--- src/hdl/mont_pkg.sv ---
// Shared sizes, modulus constants, bus and redundant types for the squaring engine; compile first.
package mont_pkg;

  // operand geometry.
  localparam int NUM_WRDS = 4;
  localparam int WRD_BITS = 16;
  localparam int DAT_BITS = NUM_WRDS * WRD_BITS;
  localparam int CNT_BITS = 16;

  // column accumulator, four partial products plus add term and carry.
  localparam int COL_BITS = 2 * (WRD_BITS + 1) + 4;

  // modulus 2^62 - 2^32 - 1, odd and small enough that 4P < R.
  localparam logic [DAT_BITS-1:0] P = 64'h3FFF_FFFE_FFFF_FFFF;
  // -P^-1 mod R.
  localparam logic [DAT_BITS-1:0] MONT_FACTOR = 64'h3FFF_FFFF_0000_0001;

  // register map, byte offsets.
  localparam int APB_ADDR_BITS = 5;
  localparam int APB_DATA_BITS = 32;
  localparam logic [APB_ADDR_BITS-1:0] ADDR_X_LO   = 5'd0;
  localparam logic [APB_ADDR_BITS-1:0] ADDR_X_HI   = 5'd4;
  localparam logic [APB_ADDR_BITS-1:0] ADDR_COUNT  = 5'd8;
  localparam logic [APB_ADDR_BITS-1:0] ADDR_CTRL   = 5'd12;
  localparam logic [APB_ADDR_BITS-1:0] ADDR_RES_LO = 5'd16;
  localparam logic [APB_ADDR_BITS-1:0] ADDR_RES_HI = 5'd20;
  localparam logic [APB_ADDR_BITS-1:0] ADDR_STATUS = 5'd24;

  // word 0 is least significant, bit WRD_BITS of each word is the spare carry.
  typedef logic [NUM_WRDS-1:0][WRD_BITS:0]   redun0_t;
  typedef logic [2*NUM_WRDS-1:0][WRD_BITS:0] redun1_t;
  typedef logic [COL_BITS-1:0]               col_t;

  typedef enum logic [1:0] {
    MODE_SQ  = 2'd0,
    MODE_LO  = 2'd1,
    MODE_RED = 2'd2
  } mult_mode_t;

  typedef struct packed {
    logic                     psel;
    logic                     penable;
    logic                     pwrite;
    logic [APB_ADDR_BITS-1:0] paddr;
    logic [APB_DATA_BITS-1:0] pwdata;
  } apb_req_t;

  typedef struct packed {
    logic [APB_DATA_BITS-1:0] prdata;
    logic                     pready;
    logic                     pslverr;
  } apb_rsp_t;

  function automatic redun0_t to_redun(input logic [DAT_BITS-1:0] v);
    redun0_t r;
    for (int i = 0; i < NUM_WRDS; i++) begin
      r[i] = {1'b0, v[i*WRD_BITS +: WRD_BITS]};
    end
    return r;
  endfunction

  // weighted sum of the words, two extra bits for the spare carries.
  function automatic logic [DAT_BITS+1:0] redun_value(input redun0_t r);
    logic [DAT_BITS+1:0] acc;
    acc = '0;
    for (int i = 0; i < NUM_WRDS; i++) begin
      acc = acc + ((DAT_BITS + 2)'(r[i]) << (i * WRD_BITS));
    end
    return acc;
  endfunction

endpackage

--- src/hdl/redun_carry_resolve.sv ---
// Final stage that turns the redundant loop result into a canonical value below P.
`timescale 1ns/1ps

module redun_carry_resolve (
  input  logic                          i_clk,
  input  logic                          i_rst,
  input  logic                          i_val,
  input  mont_pkg::redun0_t             i_dat,
  output logic                          o_val,
  output logic [mont_pkg::DAT_BITS-1:0] o_result
);

  logic [mont_pkg::DAT_BITS+1:0] val;
  logic [mont_pkg::DAT_BITS+1:0] diff;
  logic [mont_pkg::DAT_BITS+1:0] p_wide;
  logic                          ge_p;

  assign p_wide = {2'b00, mont_pkg::P};

  // carry resolve by weighted sum.
  always_comb begin
    val  = mont_pkg::redun_value(i_dat);
    diff = val - p_wide;
    ge_p = val >= p_wide;
  end

  always_ff @(posedge i_clk) begin
    if (i_rst)
      o_val <= 1'b0;
    else
      o_val <= i_val;
  end

  // one conditional subtract is enough below 2P.
  always_ff @(posedge i_clk) begin
    if (i_val) begin
      if (ge_p)
        o_result <= diff[mont_pkg::DAT_BITS-1:0];
      else
        o_result <= val[mont_pkg::DAT_BITS-1:0];
    end
  end

  // the multiplier keeps every reduced value under 2P.
  a_below_2p: assert property (@(posedge i_clk) disable iff (i_rst)
    i_val |-> val < (p_wide << 1));

endmodule

--- config.mk ---
export PLATFORM = sky130hd
export DESIGN_NAME = redun_carry_resolve
export DESIGN_NICKNAME = d
export VERILOG_FILES = /design/src/hdl/mont_pkg.sv /design/src/hdl/redun_carry_resolve.sv
export SDC_FILE = /design/constraint.sdc
export NUM_CORES = 1
export LEC_CHECK = 0
export ABC_AREA = 1
export BUFFER_PORTS_ARGS = -buffer_cell sky130_fd_sc_hd__buf_2
export CAP_MARGIN = 0
export CORE_MARGIN = 3
export CORE_UTILIZATION = 50
export CTS_CLUSTER_SIZE = 28
export DETAILED_ROUTE_END_ITERATION = 8
export HOLD_SLACK_MARGIN = 0.08
export PLACE_DENSITY = 0.73
export REMOVE_ABC_BUFFERS = 1
export SLEW_MARGIN = 15
export SYNTH_ARGS = -nofsm -noshare
export SYNTH_HDL_FRONTEND = slang
export SYNTH_SLANG_ARGS = --single-unit
export TNS_END_PERCENT = 5
--- constraint.sdc ---
create_clock -name i_clk -period 3.5 [get_ports i_clk]
set_clock_uncertainty 0.2 [all_clocks]
set_input_delay 0.35 -clock i_clk [delete_from_list [all_inputs] [get_ports i_clk]]
set_output_delay 0.35 -clock i_clk [all_outputs]
set_load 0.05 [all_outputs]
==> reports/metrics.csv <==
stage,metric,value,unit
drt,dr_total_vias,8754,
floorplanning,io_pins,136,
critical_path,worstPathRequired,3.39,ns
final_layout,multi_input_area,4550,µm²
outcome,status,"finished, final reports clean",
sta,finalCriticalPeriod,3.25,ns
critical_path,crit_type,primary input to register,
yosys,ys_warn_count,0,
clocking,numCtsBuffers,9,
sta,relSlewSlack,59.4,%
yosys,yosys.area.top_type,nand2_1,
global_route,grt_pass1_wl,39000,µm
drt,post_drt_wl_per_cell,15.1,µm
critical_path,startpoint_type,primary input,
sta,setup_violations,0,
yosys,ys_seq_area_share,27.3,%
clocking,cts_tree,built,
yosys,synth_area,7120,µm²
clocking,post-cts-setup-buffers,0,
pwr,ir_drop,196,µV
floorplanning,die_y,125,µm
floorplanning,rows,42,
pwr,power,2.71,mW
sta,rsz0062_at_grt,no,
job,cap_viol_max_count,0,
yosys,synth_ff_type,edfxtp_1,
drt,drt_first_iter_violations,971,
yosys,syn_area_per_cell,5.75,µm²
clocking,path_clk_slew,0.06,ns
final_layout,fin_nets,1531,
sta,layout_setup_ws,0.250,ns
yosys,synth_area_leaders,"nand2_1, edfxtp_1, nor2_1",
final_layout,area_growth,24.7,%
clocking,cts.sinks,65,
drt,viasPerCell,5.35,
drt,wl,24700,µm
drt,route.detailed.drc,0,
place,place.gp.congestion,0.974,
yosys,synthDistinctLibCells,28,
critical_path,cp.arrival,3.14,ns
yosys,synth-seq-cells,65,
sta,finalHoldViolCount,0,
clocking,cts-root-buf,clkbuf_16,
global_route,grt_usage,30.7,%
pwr,p_leak,4.53,nW
sta,worst_pin_slew,0.609,ns
yosys,synthCells,1238,
pwr,power_density,305,nW/µm²
floorplanning,core,13600,µm²
floorplanning,design.die.area,15700,µm²
yosys,async_flop_share,0,%
place,port_buffers,135,
final_layout,regArea,1940,µm²
global_route,antenna_found_initial,0,
sta,drv_slew,0,
sta,worst_hold_slack,0.165,ns
floorplanning,initial_utilization,52.5,%
drt,antenna_left,0,
place,dp_hpwl,20700,µm
sta,fmax,0.308,GHz
final_layout,fillers,1309,
final_layout,drive_above_1_share,19.1,%
final_layout,fin_util,65.5,%
clocking,clockBufferDepth,2,
place,dp_slack,-0.0205,ns
floorplanning,fp.dieW,125,µm
global_route,grt_pass1_vias,7817,
critical_path,cp-end-kind,register,
yosys,synth_edf_count,64,
sta,period_share,92.8,%
worst_hold_path,min-delay-path-class,primary input to register,
clocking,htree_levels,3,
critical_path,worst-path-max-fanout,61,
yosys,synth_top_area_share,27.3,%
final_layout,n_antenna_cell,0,
global_route,grt_overflow_total,0,
global_route,grt_max_degree,62,
drt,firstDrtPassIters,5,
==> cell usage after synthesis (6+ instances only) <==
master    number
o21ai_0       31
inv_2          9
nand2_2       13
nand3_1      112
xnor2_1        6
nor3_1        14
nand4_1       26
inv_1        136
nand2_1      519
nor2_4         8
xor2_1        28
nand3b_1      13
nor2_2         9
a21oi_1       11
edfxtp_1      64
nor2_1       195
o21ai_1       11
==> through the flow <==
step	std cells	instance area, µm²	TNS [ns]
after floorplan	1225	7020	-19.81
after global placement	1619	8560	0
after detailed placement	1619	8560	-0.0409
after CTS	1636	8870	0
after global routing	1636	8880	0
final	1636	8880	0
==> layout by cell type, fill, tap and decap left out, types with 2 or more instances in the layout <==
cell type  netlist  routed
a21oi_1         11      11
and2_1           2       2
and3_1           3       3
buf_12           0       2
buf_2            4     135
buf_4            5      81
clkbuf_16        0       9
clkinv_2         0       3
edfxtp_1        64      64
ha_1             5       5
inv_1          136     136
inv_2            9       9
nand2_1        519     519
nand2_2         13      13
nand3_1        112     111
nand3_2          2       3
nand3b_1        13      13
nand4_1         26      26
nor2_1         195     194
nor2_2           9       9
nor2_4           8       9
nor3_1          14      14
nor4_1           5       5
o21ai_0         31      31
o21ai_1         11      11
xnor2_1          6       6
xor2_1          28      28
==> critical path, stage by stage <==
cell and delay, ns:
buf_2 0.08, ha_1 0.18, ha_1 0.17, nand2_1 0.06
nor2_2 0.15, buf_4 0.15, nand2_2 0.10, inv_2 0.08
nand2_1 0.05, nand2_1 0.06, nand2_1 0.14, nor2_1 0.25
nand2_1 0.09, nor2_1 0.13, nand2_1 0.10, nand2_2 0.09
nand2_2 0.08, nor2_4 0.10, nand2_1 0.07, nand3_2 0.14
buf_12 0.27, nand3_1 0.12, nand2_1 0.08, inv_1 0.04
==> flip-flops by register name (all words and copies together), names as in the netlist <==
name	cells
o_val	1
o_result	64
==> cell families after synthesis <==
| group | synth area share, % |
|---|---|
| AO/OA/AOI/OAI | 3.72 |
| flip-flops | 27.3 |
| buffers and inverters | 9.08 |
| AND/OR/NAND/NOR | 54.6 |
| adder cells (fa/ha/maj) | 0.878 |
| XOR/XNOR | 4.41 |
==> area by class of cell <==
| cell class | instances | area share, % |
|---|---|---|
| well taps | 176 | 2.48 |
| repair buffers | 219 | 15.0 |
| multi-input cells | 1015 | 51.2 |
| flip-flops and latches | 65 | 21.9 |
| clock buffers | 9 | 2.54 |
| clock inverters | 7 | 0.789 |
| inverters | 145 | 6.13 |
==> report_power, final <==
| group | switching (mW) | leakage, nW | internal [mW] |
|---|---|---|---|
| sequential | 0.0162 | 0.634 | 0.942 |
| combinational | 0.622 | 3.75 | 0.229 |
| clock | 0.347 | 0.146 | 0.551 |
| total | 0.985 | 4.53 | 1.72 |
==> layer usage <==
metal	global-route usage, %	vias to the layer above	wire [µm]
met4	8.29	0	593
met2	49.5	468	11000
met3	6.14	53	2510
met1	42.3	3878	10700
li1	-	4355	-
met5	0	-	0
==> worst paths after layout <==
kind	from	end	slack [ns]	depth (start not counted)
worst max-delay path	i_dat[16]	o_result[55]$_DFFE_PP_	0.25	24
worst min-delay path	i_dat[13]	o_result[13]$_DFFE_PP_	0.16	3
==> timing repair <==
action / CTS / global route
setup endpoints to repair: 0 / 6
hold endpoints to repair: 1 / 0
hold buffers: 1 / 0
resized for setup: 0 / 3
(Power assumes the default switching activity.)
