==> src/hdl/mont_pkg.sv <==
// Shared sizes, modulus constants, bus and redundant types for the squaring engine; compile first.
package mont_pkg;

  // operand geometry.
  localparam int NUM_WRDS = 4;
  localparam int WRD_BITS = 16;
  localparam int DAT_BITS = NUM_WRDS * WRD_BITS;
  localparam int CNT_BITS = 16;

  // column accumulator, four partial products plus add term and carry.
  localparam int COL_BITS = 2 * (WRD_BITS + 1) + 4;

  // modulus 2^62 - 2^32 - 1, odd and small enough that 4P < R.
  localparam logic [DAT_BITS-1:0] P = 64'h3FFF_FFFE_FFFF_FFFF;
  // -P^-1 mod R.
  localparam logic [DAT_BITS-1:0] MONT_FACTOR = 64'h3FFF_FFFF_0000_0001;

  // register map, byte offsets.
  localparam int APB_ADDR_BITS = 5;
  localparam int APB_DATA_BITS = 32;
  localparam logic [APB_ADDR_BITS-1:0] ADDR_X_LO   = 5'd0;
  localparam logic [APB_ADDR_BITS-1:0] ADDR_X_HI   = 5'd4;
  localparam logic [APB_ADDR_BITS-1:0] ADDR_COUNT  = 5'd8;
  localparam logic [APB_ADDR_BITS-1:0] ADDR_CTRL   = 5'd12;
  localparam logic [APB_ADDR_BITS-1:0] ADDR_RES_LO = 5'd16;
  localparam logic [APB_ADDR_BITS-1:0] ADDR_RES_HI = 5'd20;
  localparam logic [APB_ADDR_BITS-1:0] ADDR_STATUS = 5'd24;

  // word 0 is least significant, bit WRD_BITS of each word is the spare carry.
  typedef logic [NUM_WRDS-1:0][WRD_BITS:0]   redun0_t;
  typedef logic [2*NUM_WRDS-1:0][WRD_BITS:0] redun1_t;
  typedef logic [COL_BITS-1:0]               col_t;

  typedef enum logic [1:0] {
    MODE_SQ  = 2'd0,
    MODE_LO  = 2'd1,
    MODE_RED = 2'd2
  } mult_mode_t;

  typedef struct packed {
    logic                     psel;
    logic                     penable;
    logic                     pwrite;
    logic [APB_ADDR_BITS-1:0] paddr;
    logic [APB_DATA_BITS-1:0] pwdata;
  } apb_req_t;

  typedef struct packed {
    logic [APB_DATA_BITS-1:0] prdata;
    logic                     pready;
    logic                     pslverr;
  } apb_rsp_t;

  function automatic redun0_t to_redun(input logic [DAT_BITS-1:0] v);
    redun0_t r;
    for (int i = 0; i < NUM_WRDS; i++) begin
      r[i] = {1'b0, v[i*WRD_BITS +: WRD_BITS]};
    end
    return r;
  endfunction

  // weighted sum of the words, two extra bits for the spare carries.
  function automatic logic [DAT_BITS+1:0] redun_value(input redun0_t r);
    logic [DAT_BITS+1:0] acc;
    acc = '0;
    for (int i = 0; i < NUM_WRDS; i++) begin
      acc = acc + ((DAT_BITS + 2)'(r[i]) << (i * WRD_BITS));
    end
    return acc;
  endfunction

endpackage

==> src/hdl/mont_sq_ctrl.sv <==
// One-hot sequencer for the squaring loop; drives multiplier mode and flags completion.
`timescale 1ns/1ps

module mont_sq_ctrl (
  input  logic                          i_clk,
  input  logic                          i_rst,
  input  logic                          i_start,
  input  logic [mont_pkg::CNT_BITS-1:0] i_count,
  output mont_pkg::mult_mode_t          o_mode,
  output logic                          o_sel_load,
  output logic                          o_done
);

  // bit positions of the one-hot state vector.
  typedef enum int {
    S_IDLE = 0,
    S_LOAD = 1,
    S_SQ   = 2,
    S_LO   = 3,
    S_RED  = 4
  } state_idx_e;

  logic [4:0]                    state;
  logic [4:0]                    next_state;
  logic [mont_pkg::CNT_BITS-1:0] cnt;

  always_comb begin
    next_state = '0;
    unique case (1'b1)
      state[S_IDLE]: begin
        if (i_start)
          next_state[S_LOAD] = 1'b1;
        else
          next_state[S_IDLE] = 1'b1;
      end
      state[S_LOAD]: begin
        // zero iterations just resolves the operand.
        if (cnt == '0)
          next_state[S_IDLE] = 1'b1;
        else
          next_state[S_SQ] = 1'b1;
      end
      state[S_SQ]: next_state[S_LO] = 1'b1;
      state[S_LO]: next_state[S_RED] = 1'b1;
      state[S_RED]: begin
        if (cnt == 1)
          next_state[S_IDLE] = 1'b1;
        else
          next_state[S_SQ] = 1'b1;
      end
      default: next_state[S_IDLE] = 1'b1;
    endcase
  end

  always_ff @(posedge i_clk) begin
    if (i_rst) begin
      state         <= '0;
      state[S_IDLE] <= 1'b1;
      cnt           <= '0;
      o_done        <= 1'b0;
    end else begin
      state  <= next_state;
      o_done <= (state[S_LOAD] || state[S_RED]) && next_state[S_IDLE];
      if (state[S_IDLE] && i_start)
        cnt <= i_count;
      else if (state[S_RED])
        cnt <= cnt - 1'b1;
    end
  end

  always_comb begin
    o_mode = mont_pkg::MODE_SQ;
    if (state[S_LO])
      o_mode = mont_pkg::MODE_LO;
    else if (state[S_RED])
      o_mode = mont_pkg::MODE_RED;
  end

  assign o_sel_load = state[S_LOAD];

  a_onehot: assert property (@(posedge i_clk) disable iff (i_rst)
    $onehot(state));

  // the register block only starts an idle engine.
  a_start_idle: assert property (@(posedge i_clk) disable iff (i_rst)
    i_start |-> state[S_IDLE]);

endmodule

==> config.mk <==
export PLATFORM = sky130hd
export DESIGN_NAME = mont_sq_ctrl
export DESIGN_NICKNAME = d
export VERILOG_FILES = /design/src/hdl/mont_pkg.sv /design/src/hdl/mont_sq_ctrl.sv
export SDC_FILE = /design/constraint.sdc
export NUM_CORES = 1
export LEC_CHECK = 0
export BUFFER_PORTS_ARGS = -buffer_cell sky130_fd_sc_hd__buf_2
export CELL_PAD_IN_SITES_DETAIL_PLACEMENT = 1
export CELL_PAD_IN_SITES_GLOBAL_PLACEMENT = 2
export CORE_ASPECT_RATIO = 0.7
export CORE_MARGIN = 3
export CORE_UTILIZATION = 29
export DETAILED_ROUTE_END_ITERATION = 12
export PLACE_DENSITY_LB_ADDON = 0.1
export SYNTH_ARGS = -nofsm -noshare
export SYNTH_HDL_FRONTEND = slang
export SYNTH_SLANG_ARGS = --single-unit
==> constraint.sdc <==
create_clock -name i_clk -period 1.6 [get_ports i_clk]
set_input_delay 0.32 -clock i_clk [delete_from_list [all_inputs] [get_ports i_clk]]
set_output_delay 0.32 -clock i_clk [all_outputs]
set_load 0.005 [all_outputs]
==> impl_results.md <==
* Worst Hold Class: input port to flop
* Req. time, crit path at about 1.8 ns
* CTS tree: built
* Status: complete, but fails checks
* Post-synth EDFFs at 0
* Cell area after synthesis at 0.00118 mm^2
* Antenna diodes at 0
* DRT Wirelength at between 3 and 4 mm
* Clk sink count at 22
* CP Class: flop to flop
* Vias per cell at 5.13
* Clk buf depth at 2
* Antenna viol nets, final at 0
* Row count at 18
* Setup TNS at -1.01 ns
* Final setup skew at around 0.0044 ns
* Commonest cells after routing, fill and taps aside: 26 x buf_4, 22 x buf_2, 18 x nor2_1
* Multi-input gate area at 812 um^2
* CTS buffer count at 3
* Detailed-route via count at 1196
* DRC violations left at 0
* Initial antenna violation count at 0
* Synth warnings at 0
* Routed WL per cell at 15.4 um
* Grt total ovfl at 0
* Post-synth top area share at 37.2%
* Clock-pin slew on the worst setup and hold paths at 0.08 ns
* Cell Pwr Density at 815 mW/mm^2
* Post-Synthesis Cells at 133
* Peak supply drop at 0.440 mV
* Yosys cell types at 40
* Die Y at a little under 60 um
* Dominant synthesized flop cell: dfxtp_1
* Clock latency on the worst-skew pair at ~0.26 ns
* CP Max Fanout at 3
* Synthesized area per cell at 8.90 um^2
* Die Span X at 82.4 um
* Iteration-0 DRC Markers at 31
* Final Hold Fails at 0
* Hold Buf Count CTS at 0
* Final WS setup at -0.163 ns
* Placer Congestion at 0.864
* LEAKAGE at just under 0.7 nW
* Core area at 0.00372 mm^2
* Global-route wire length before repair at 6.06 mm
* Final max-slew violation count at 0
* Initial core utilization at roughly a third
* Pre-Repair DR Iteration Count at 4
* Startpoint types: flop
* Post-layout min period at 1.76 ns
* # IOs at 23
* Setup violators final at 11
* Arr. time, crit path at 1.93 ns
* Register area at 453 um^2
* Root Driver: clkbuf_8
* Layout area overhead at 51.0%
* Die Area at 0.00490 mm^2
* Placed insts at 222
* Overall routing resource usage at 16.3%
* Slowest CP cell: or4_4
* HPWL after DPL at about 2.5 mm
* Hold WS at 0.317 ns
* Seq/Total Area, Yosys at a little under two fifths
* Largest cells by area after synthesis: dfxtp_1 37%, xnor2_1 5.9%, nor2_1 5.7%
* Reg2Reg Depth at 6
* MaxCap Viol Count at 0
* Overall Power at 1.46 mW
* Worst Tran Pin Value at ~0.42 ns
* Fillers at 447
* Pin count of the biggest net entering global routing at 33
* Period utilization at 110%
* Port bufs at 22
* Vias in the first global route at 1261
* Fraction of layout instances using a drive strength above 1 at between 50% and 60%
* Syn nets at 154
* Yosys reg bits at 22
* Failing checks: setup timing
* WHS Path Cells at 3
* Final Net Count at ~200
* # H-tree levels at 1
* Slowest cell delay on critical path at 0.57 ns
* Top cell type by total area after synthesis: dfxtp_1
* Relative slew slack at a little under three quarters
* Unrepaired setup endpoints after global routing: true
* Worst path cell trace: buf_6 > or4_4 > nor3_4 > buf_4 > a31oi_1 > o21ba_1
* Post-synthesis async set-or-reset flop share at 0%
* Leading cell type in the layout, fill and taps excluded: buf_4
* Finished Layout Cells at 233
* Crit end category: flop
* Max Freq at about 570 MHz
sequential cells by signal, indices dropped and copies added, names as in the netlist:
signal  flops
o_done      1
state       5
cnt        16
per-layer routing:
layer	vias up	GRT usage (%)	wire length [um]
li1	602	-	-
met1	572	22.4	1820
met2	20	26.1	1610
met3	2	4.10	129
met4	0	2.84	17
met5	-	0	0
worst max-delay path, delay by kind of cell, from the launching register on:
| kind | cells | cell delay, ns |
|---|---|---|
| buf+inv | 2 | 0.26 |
| compound gates | 2 | 0.25 |
| simple gates | 2 | 0.83 |
| flops | 1 | 0.33 |
repair_timing:
item,CTS,global route
buffers inserted,6,0
hold endpoints to repair,0,0
cloned,1,0
pin swaps,16,5
resized for setup,16,15
setup endpoints to repair,14,15
synth_stat cells (2+ instances only):
library cell	count
dfxtp_1	22
nor2_1	18
xnor2_1	8
a211oi_1	7
nor4_1	6
a311oi_1	5
a31oi_1	5
nand3_1	5
clkbuf_1	4
inv_1	4
nand2_1	4
or4_1	4
nand4_1	3
nor4_2	3
o21ai_0	3
a211oi_2	2
buf_1	2
ha_1	2
nor2b_1	2
o31ai_1	2
or2_2	2
or3_1	2
final timing paths:
path	from	endpoint	slack, ns
worst max-delay path	cnt[11]$_SDFFE_PP0P_	state[2]$_SDFF_PP0_	-0.16
worst min-delay path	i_count[1]	cnt[1]$_SDFFE_PP0P_	0.32
worst max register to register	cnt[11]$_SDFFE_PP0P_	state[2]$_SDFF_PP0_	-0.16
worst min register to register	state[2]$_SDFF_PP0_	state[3]$_SDFF_PP0_	0.48
layout make-up:
type	instances	share of cell area [%]
multi-input combinational	98	45.4
timing repair buffer	55	21.8
sequential	22	25.4
clock buffer	4	3.08
inverter	4	0.840
tap	50	3.50
kinds of logic after synthesis:
| kind of cell | share of synthesized area (%) |
|---|---|
| compound gates | 19.6 |
| buf+inv | 5.18 |
| xor+xnor | 6.66 |
| simple gates | 29.3 |
| fa+ha+maj | 2.11 |
| flops | 37.2 |
power by group:
part	total, mW	switching (mW)	internal [mW]
registers	0.644	0.0514	0.592
logic	0.406	0.198	0.208
clock network	0.407	0.187	0.220
total	1.46	0.436	1.02
per-stage QoR:
| step | cell area [um^2] | setup WS (ns) | utilization (%) |
|---|---|---|---|
| after CTS | 1720 | -0.150 | 46.2 |
| after global placement | 1530 | -0.187 | 41.3 |
| after floorplan | 1200 | -0.0219 | - |
| after global routing | 1790 | -0.244 | 48.1 |
| final | 1790 | -0.163 | 48.1 |
| after detailed placement | 1530 | -0.284 | 41.3 |
Note: power is estimated with default switching activity, not from simulation.
