**src/hdl/mont_pkg.sv**
```systemverilog
// Shared sizes, modulus constants, bus and redundant types for the squaring engine; compile first.
package mont_pkg;

  // operand geometry.
  localparam int NUM_WRDS = 4;
  localparam int WRD_BITS = 16;
  localparam int DAT_BITS = NUM_WRDS * WRD_BITS;
  localparam int CNT_BITS = 16;

  // column accumulator, four partial products plus add term and carry.
  localparam int COL_BITS = 2 * (WRD_BITS + 1) + 4;

  // modulus 2^62 - 2^32 - 1, odd and small enough that 4P < R.
  localparam logic [DAT_BITS-1:0] P = 64'h3FFF_FFFE_FFFF_FFFF;
  // -P^-1 mod R.
  localparam logic [DAT_BITS-1:0] MONT_FACTOR = 64'h3FFF_FFFF_0000_0001;

  // register map, byte offsets.
  localparam int APB_ADDR_BITS = 5;
  localparam int APB_DATA_BITS = 32;
  localparam logic [APB_ADDR_BITS-1:0] ADDR_X_LO   = 5'd0;
  localparam logic [APB_ADDR_BITS-1:0] ADDR_X_HI   = 5'd4;
  localparam logic [APB_ADDR_BITS-1:0] ADDR_COUNT  = 5'd8;
  localparam logic [APB_ADDR_BITS-1:0] ADDR_CTRL   = 5'd12;
  localparam logic [APB_ADDR_BITS-1:0] ADDR_RES_LO = 5'd16;
  localparam logic [APB_ADDR_BITS-1:0] ADDR_RES_HI = 5'd20;
  localparam logic [APB_ADDR_BITS-1:0] ADDR_STATUS = 5'd24;

  // word 0 is least significant, bit WRD_BITS of each word is the spare carry.
  typedef logic [NUM_WRDS-1:0][WRD_BITS:0]   redun0_t;
  typedef logic [2*NUM_WRDS-1:0][WRD_BITS:0] redun1_t;
  typedef logic [COL_BITS-1:0]               col_t;

  typedef enum logic [1:0] {
    MODE_SQ  = 2'd0,
    MODE_LO  = 2'd1,
    MODE_RED = 2'd2
  } mult_mode_t;

  typedef struct packed {
    logic                     psel;
    logic                     penable;
    logic                     pwrite;
    logic [APB_ADDR_BITS-1:0] paddr;
    logic [APB_DATA_BITS-1:0] pwdata;
  } apb_req_t;

  typedef struct packed {
    logic [APB_DATA_BITS-1:0] prdata;
    logic                     pready;
    logic                     pslverr;
  } apb_rsp_t;

  function automatic redun0_t to_redun(input logic [DAT_BITS-1:0] v);
    redun0_t r;
    for (int i = 0; i < NUM_WRDS; i++) begin
      r[i] = {1'b0, v[i*WRD_BITS +: WRD_BITS]};
    end
    return r;
  endfunction

  // weighted sum of the words, two extra bits for the spare carries.
  function automatic logic [DAT_BITS+1:0] redun_value(input redun0_t r);
    logic [DAT_BITS+1:0] acc;
    acc = '0;
    for (int i = 0; i < NUM_WRDS; i++) begin
      acc = acc + ((DAT_BITS + 2)'(r[i]) << (i * WRD_BITS));
    end
    return acc;
  endfunction

endpackage

```
**src/hdl/mont_apb_regs.sv**
```systemverilog
// APB register block for operand, count, control, status and result; sits between bus and engine.
`timescale 1ns/1ps

module mont_apb_regs (
  input  logic                          i_clk,
  input  logic                          i_rst,
  input  mont_pkg::apb_req_t            i_apb,
  output mont_pkg::apb_rsp_t            o_apb,
  input  logic                          i_res_val,
  input  logic [mont_pkg::DAT_BITS-1:0] i_result,
  output logic                          o_start,
  output mont_pkg::redun0_t             o_x,
  output logic [mont_pkg::CNT_BITS-1:0] o_count,
  output logic                          o_irq
);

  logic                               access;
  logic                               addr_ok;
  logic                               wr_ro;
  logic                               start_req;
  logic                               err;
  logic                               wr;
  logic                               busy;
  logic                               done;
  logic [mont_pkg::APB_DATA_BITS-1:0] x_lo;
  logic [mont_pkg::APB_DATA_BITS-1:0] x_hi;
  logic [mont_pkg::APB_DATA_BITS-1:0] rdata;
  logic [mont_pkg::CNT_BITS-1:0]      count_r;
  logic [mont_pkg::DAT_BITS-1:0]      result;

  assign access = i_apb.psel && i_apb.penable;

  always_comb begin
    addr_ok = 1'b1;
    rdata   = '0;
    case (i_apb.paddr)
      mont_pkg::ADDR_X_LO:   rdata = x_lo;
      mont_pkg::ADDR_X_HI:   rdata = x_hi;
      mont_pkg::ADDR_COUNT:  rdata = {{(mont_pkg::APB_DATA_BITS-mont_pkg::CNT_BITS){1'b0}}, count_r};
      // start bit self-clears, reads back zero.
      mont_pkg::ADDR_CTRL:   rdata = '0;
      mont_pkg::ADDR_RES_LO: rdata = result[mont_pkg::APB_DATA_BITS-1:0];
      mont_pkg::ADDR_RES_HI: rdata = result[mont_pkg::DAT_BITS-1:mont_pkg::APB_DATA_BITS];
      mont_pkg::ADDR_STATUS: rdata = {29'd0, o_irq, done, busy};
      default:               addr_ok = 1'b0;
    endcase
  end

  // result registers are read only.
  assign wr_ro = i_apb.pwrite &&
                 (i_apb.paddr == mont_pkg::ADDR_RES_LO || i_apb.paddr == mont_pkg::ADDR_RES_HI);
  assign start_req = i_apb.pwrite && i_apb.paddr == mont_pkg::ADDR_CTRL && i_apb.pwdata[0];
  assign err       = !addr_ok || wr_ro || (start_req && busy);
  assign wr        = access && i_apb.pwrite && !err;
  assign o_start   = wr && start_req;

  assign o_apb.prdata  = rdata;
  assign o_apb.pready  = 1'b1;
  assign o_apb.pslverr = access && err;

  assign o_x     = mont_pkg::to_redun({x_hi, x_lo});
  assign o_count = count_r;

  always_ff @(posedge i_clk) begin
    if (wr && i_apb.paddr == mont_pkg::ADDR_X_LO)
      x_lo <= i_apb.pwdata;
    if (wr && i_apb.paddr == mont_pkg::ADDR_X_HI)
      x_hi <= i_apb.pwdata;
    if (wr && i_apb.paddr == mont_pkg::ADDR_COUNT)
      count_r <= i_apb.pwdata[mont_pkg::CNT_BITS-1:0];
    if (i_res_val)
      result <= i_result;
  end

  always_ff @(posedge i_clk) begin
    if (i_rst) begin
      busy  <= 1'b0;
      done  <= 1'b0;
      o_irq <= 1'b0;
    end else begin
      if (o_start) begin
        busy <= 1'b1;
        done <= 1'b0;
      end else if (i_res_val) begin
        busy  <= 1'b0;
        done  <= 1'b1;
        o_irq <= 1'b1;
      end
      // write one to status bit 1 clears the interrupt.
      if (wr && i_apb.paddr == mont_pkg::ADDR_STATUS && i_apb.pwdata[1])
        o_irq <= 1'b0;
    end
  end

  // a start is a single pulse and leaves the block busy.
  a_start_busy: assert property (@(posedge i_clk) disable iff (i_rst)
    o_start |=> busy && !o_start);

endmodule

```
**config.mk**
```make
export PLATFORM = sky130hd
export DESIGN_NAME = mont_apb_regs
export DESIGN_NICKNAME = d
export VERILOG_FILES = /design/src/hdl/mont_pkg.sv /design/src/hdl/mont_apb_regs.sv
export SDC_FILE = /design/constraint.sdc
export NUM_CORES = 1
export LEC_CHECK = 0
export ABC_AREA = 0
export BUFFER_PORTS_ARGS = -buffer_cell sky130_fd_sc_hd__clkbuf_2
export CORE_UTILIZATION = 44
export CTS_CLUSTER_SIZE = 25
export DETAILED_ROUTE_END_ITERATION = 10
export PLACE_DENSITY_LB_ADDON = 0.15
export SLEW_MARGIN = 20
export SYNTH_ARGS = -nofsm -noshare
export SYNTH_HDL_FRONTEND = slang
export SYNTH_SLANG_ARGS = --single-unit
```
**constraint.sdc**
```tcl
create_clock -name i_clk -period 6 [get_ports i_clk]
set_input_delay 1.5 -clock i_clk [delete_from_list [all_inputs] [get_ports i_clk]]
set_output_delay 1.5 -clock i_clk [all_outputs]
set_load 0.02 [all_outputs]
```
==> results.cfg <==
[timing]
finalSetupTns_ns = 0
drv_slew = 0
fmax_mhz = 200
setup_viol = 0
period_needed_ns = 5.00
period_share_pct = 83.4
rsz0062_at_grt = false
slew_headroom_pct = 34.2
fin_skew_ns = 0.00592
worst_pin_slew_ns = 0.985
hold_viol_final = 0

[cells_and_area]
num_antenna_cells = 0
mostFrequentLayoutCells = clkbuf_2, edfxtp_1, and3_1
nNetsFinal = 690
area_growth_syn_to_layout_pct = 30.8
drive_gt1_share_pct = 50.0
final_util_pct = 59.0
final_common_cell = clkbuf_2

[pwr]
clockPowerShare_pct = 42.8
leakage_uw = 0.00320
switching_share_pct = 22.3
pwr_density_cell_nw_per_um2 = 298
seqPwrFrac_pct = 50.9
comb_power_share_pct = 6.4
intPower_uw = 1800
net-switching-power_uw = 517
power.ir.vdd_worst_mv = 0.180

[floorplanning]
die_h_um = 118
core_area_um2 = 13200
rows = 42
io_pins = 227
die_x_um = 118
initial_core_util_pct = 45.1
die_area_um2 = 14000

[grt]
overflow = 0
top_usage_layer = met2
grtUsageMet2_pct = 35.1
met1_usage_pct = 27.8
grt_pass1_wl_um = 22500
use_met3_pct = 6.27
antenna_found_initial = 0
grt_pass1_vias = 4175
grt_max_degree = 68
grt_usage_pct = 22.0

[yosys]
synth_top_area_share_pct = 72.7
synth-seq-cells = 147
synth_mux_area_share_pct = 3.70
synth_top_area_cell = edfxtp_1
async_flop_share_pct = 0
synth_area_leaders = edfxtp_1, a221o_1, and3_1
syn_area_um2 = 5950
synth-adder-area-share_pct = 0
yosysWarnings = 0
ys_seq_area_share_pct = 73.7
synthDistinctLibCells = 43
synth_compound_area_share_pct = 7.49
postSynthAreaPerCell_um2 = 16.7
postSynthCellCount = 356
synthSimpleGateAreaFrac_pct = 12.0
synthFlopType = edfxtp_1
synth_xor_area_share_pct = 0
synth_top_family_by_area = simple AND/OR/NAND/NOR gates
synth_edf_count = 144

[place]
port_buffers = 221
gp_congestion = 0.802
dp_hpwl_um = 10500

[clocking]
htree_levels = 4
clock_tree.root_cell = clkbuf_16
cts_resized = 0
cts_sinks = 147
cts_tree = built
cts_buffer_depth = 2
clk_pin_slew_worst_paths_ns = 0.06
clkLatencyLatePin_ns = 0.42
hold_buffers = 0
cts_buffers = 17
post_cts.repair.setup_buffers = 0

[detailed_routing]
drt_iter0_markers = 339
wl_per_cell_um = 19.4
via_per_inst = 5.34
wl_um = 15000
drc = 0
final_antenna_net_count = 0
first_pass_iters = 4
dr_total_vias = 4120

[worst_setup_path]
required_ns = 4.50
crit_fanout = 18
cp-end-kind = primary output
crit_type = primary input to primary output
cp_data_arrival_time_ns = 3.50
cp-start-kind = primary input

[hold_path]
worstHoldPathType = flop to flop

[job]
cap_violations = 0

[status]
status = complete, no violations
[stage by stage]
step	worst slack (ns)	instance area [um2]	total power (uW)	hold WS, ns	cells
6_report	0.998	7780	2320	0.495	772
5_1_grt	0.853	7780	2390	0.518	772
4_1_cts	0.995	7780	2340	0.494	772
3_5_place_dp	1.02	7230	1350	0.478	740
3_3_place_gp	1.06	7230	1340	0.490	740
2_1_floorplan	0.243	5960	1280	0.465	359
[cell type report]
cell class / instances / area [um2]
Tap cell: 176 / 220
Sequential cell: 147 / 4380
Fill cell: 1075 / 5410
Inverter: 2 / 7.51
Clock inverter: 15 / 131
Multi-Input combinational cell: 182 / 1420
Timing Repair Buffer: 233 / 1200
Clock buffer: 17 / 425
[worst max-delay path, stage by stage]
cell      delay (ns)
clkbuf_2        0.20
or3_1           0.58
nor3_4          0.75
a221o_1         0.29
clkbuf_2        0.17
[sequential cells by signal (all words and copies together), names as in the netlist]
name and count:
result 64, x_hi 32, x_lo 32, o_count 16, busy 1, done 1, o_irq 1
[final timing paths]
check / start / endpoint / slack (ns) / depth (start not counted)
setup / recovery: i_apb[36] / o_apb[21] / 1.0 / 5
hold reg to reg: done / done / 0.50 / 2
hold / removal: done / done / 0.50 / 2
setup reg to reg: busy / o_count[14] / 4.01 / 4
[logic make-up (layout without fill, tap and decap cells)]
family / Yosys count / count (layout)
other cells: 2 / 5
simple gates: 103 / 103
buf+inv: 30 / 267
compound gates: 54 / 54
mux: 20 / 20
flops: 147 / 147
[routing by layer]
metal	part of all wire (%)	wire (um)	vias to the layer above
met5	0	0	-
met4	1.9	278	0
met3	7.1	1070	21
met2	49	7380	175
met1	42	6240	2019
li1	-	-	1905
[synth_stat cells (3+ instances only)]
library cell,instances
nand3b_1,16
and3_1,24
mux2_2,6
or3b_2,16
mux2i_1,13
dfxtp_1,3
a21oi_1,16
a32o_1,5
a221o_1,23
clkbuf_1,8
buf_6,4
nor2_1,6
buf_4,7
or4_1,9
edfxtp_1,144
nor3_1,12
buf_2,9
o32ai_1,3
nor2b_1,3
[power by group through the flow]
stage	logic (uW)	clock network (uW)	registers (uW)
6_report	148	992	1180
5_1_grt	161	1050	1180
4_1_cts	149	1010	1180
3_5_place_dp	149	0	1200
3_3_place_gp	145	0	1200
2_1_floorplan	74.5	0	1200
Note: power is estimated with default switching activity, not from simulation.
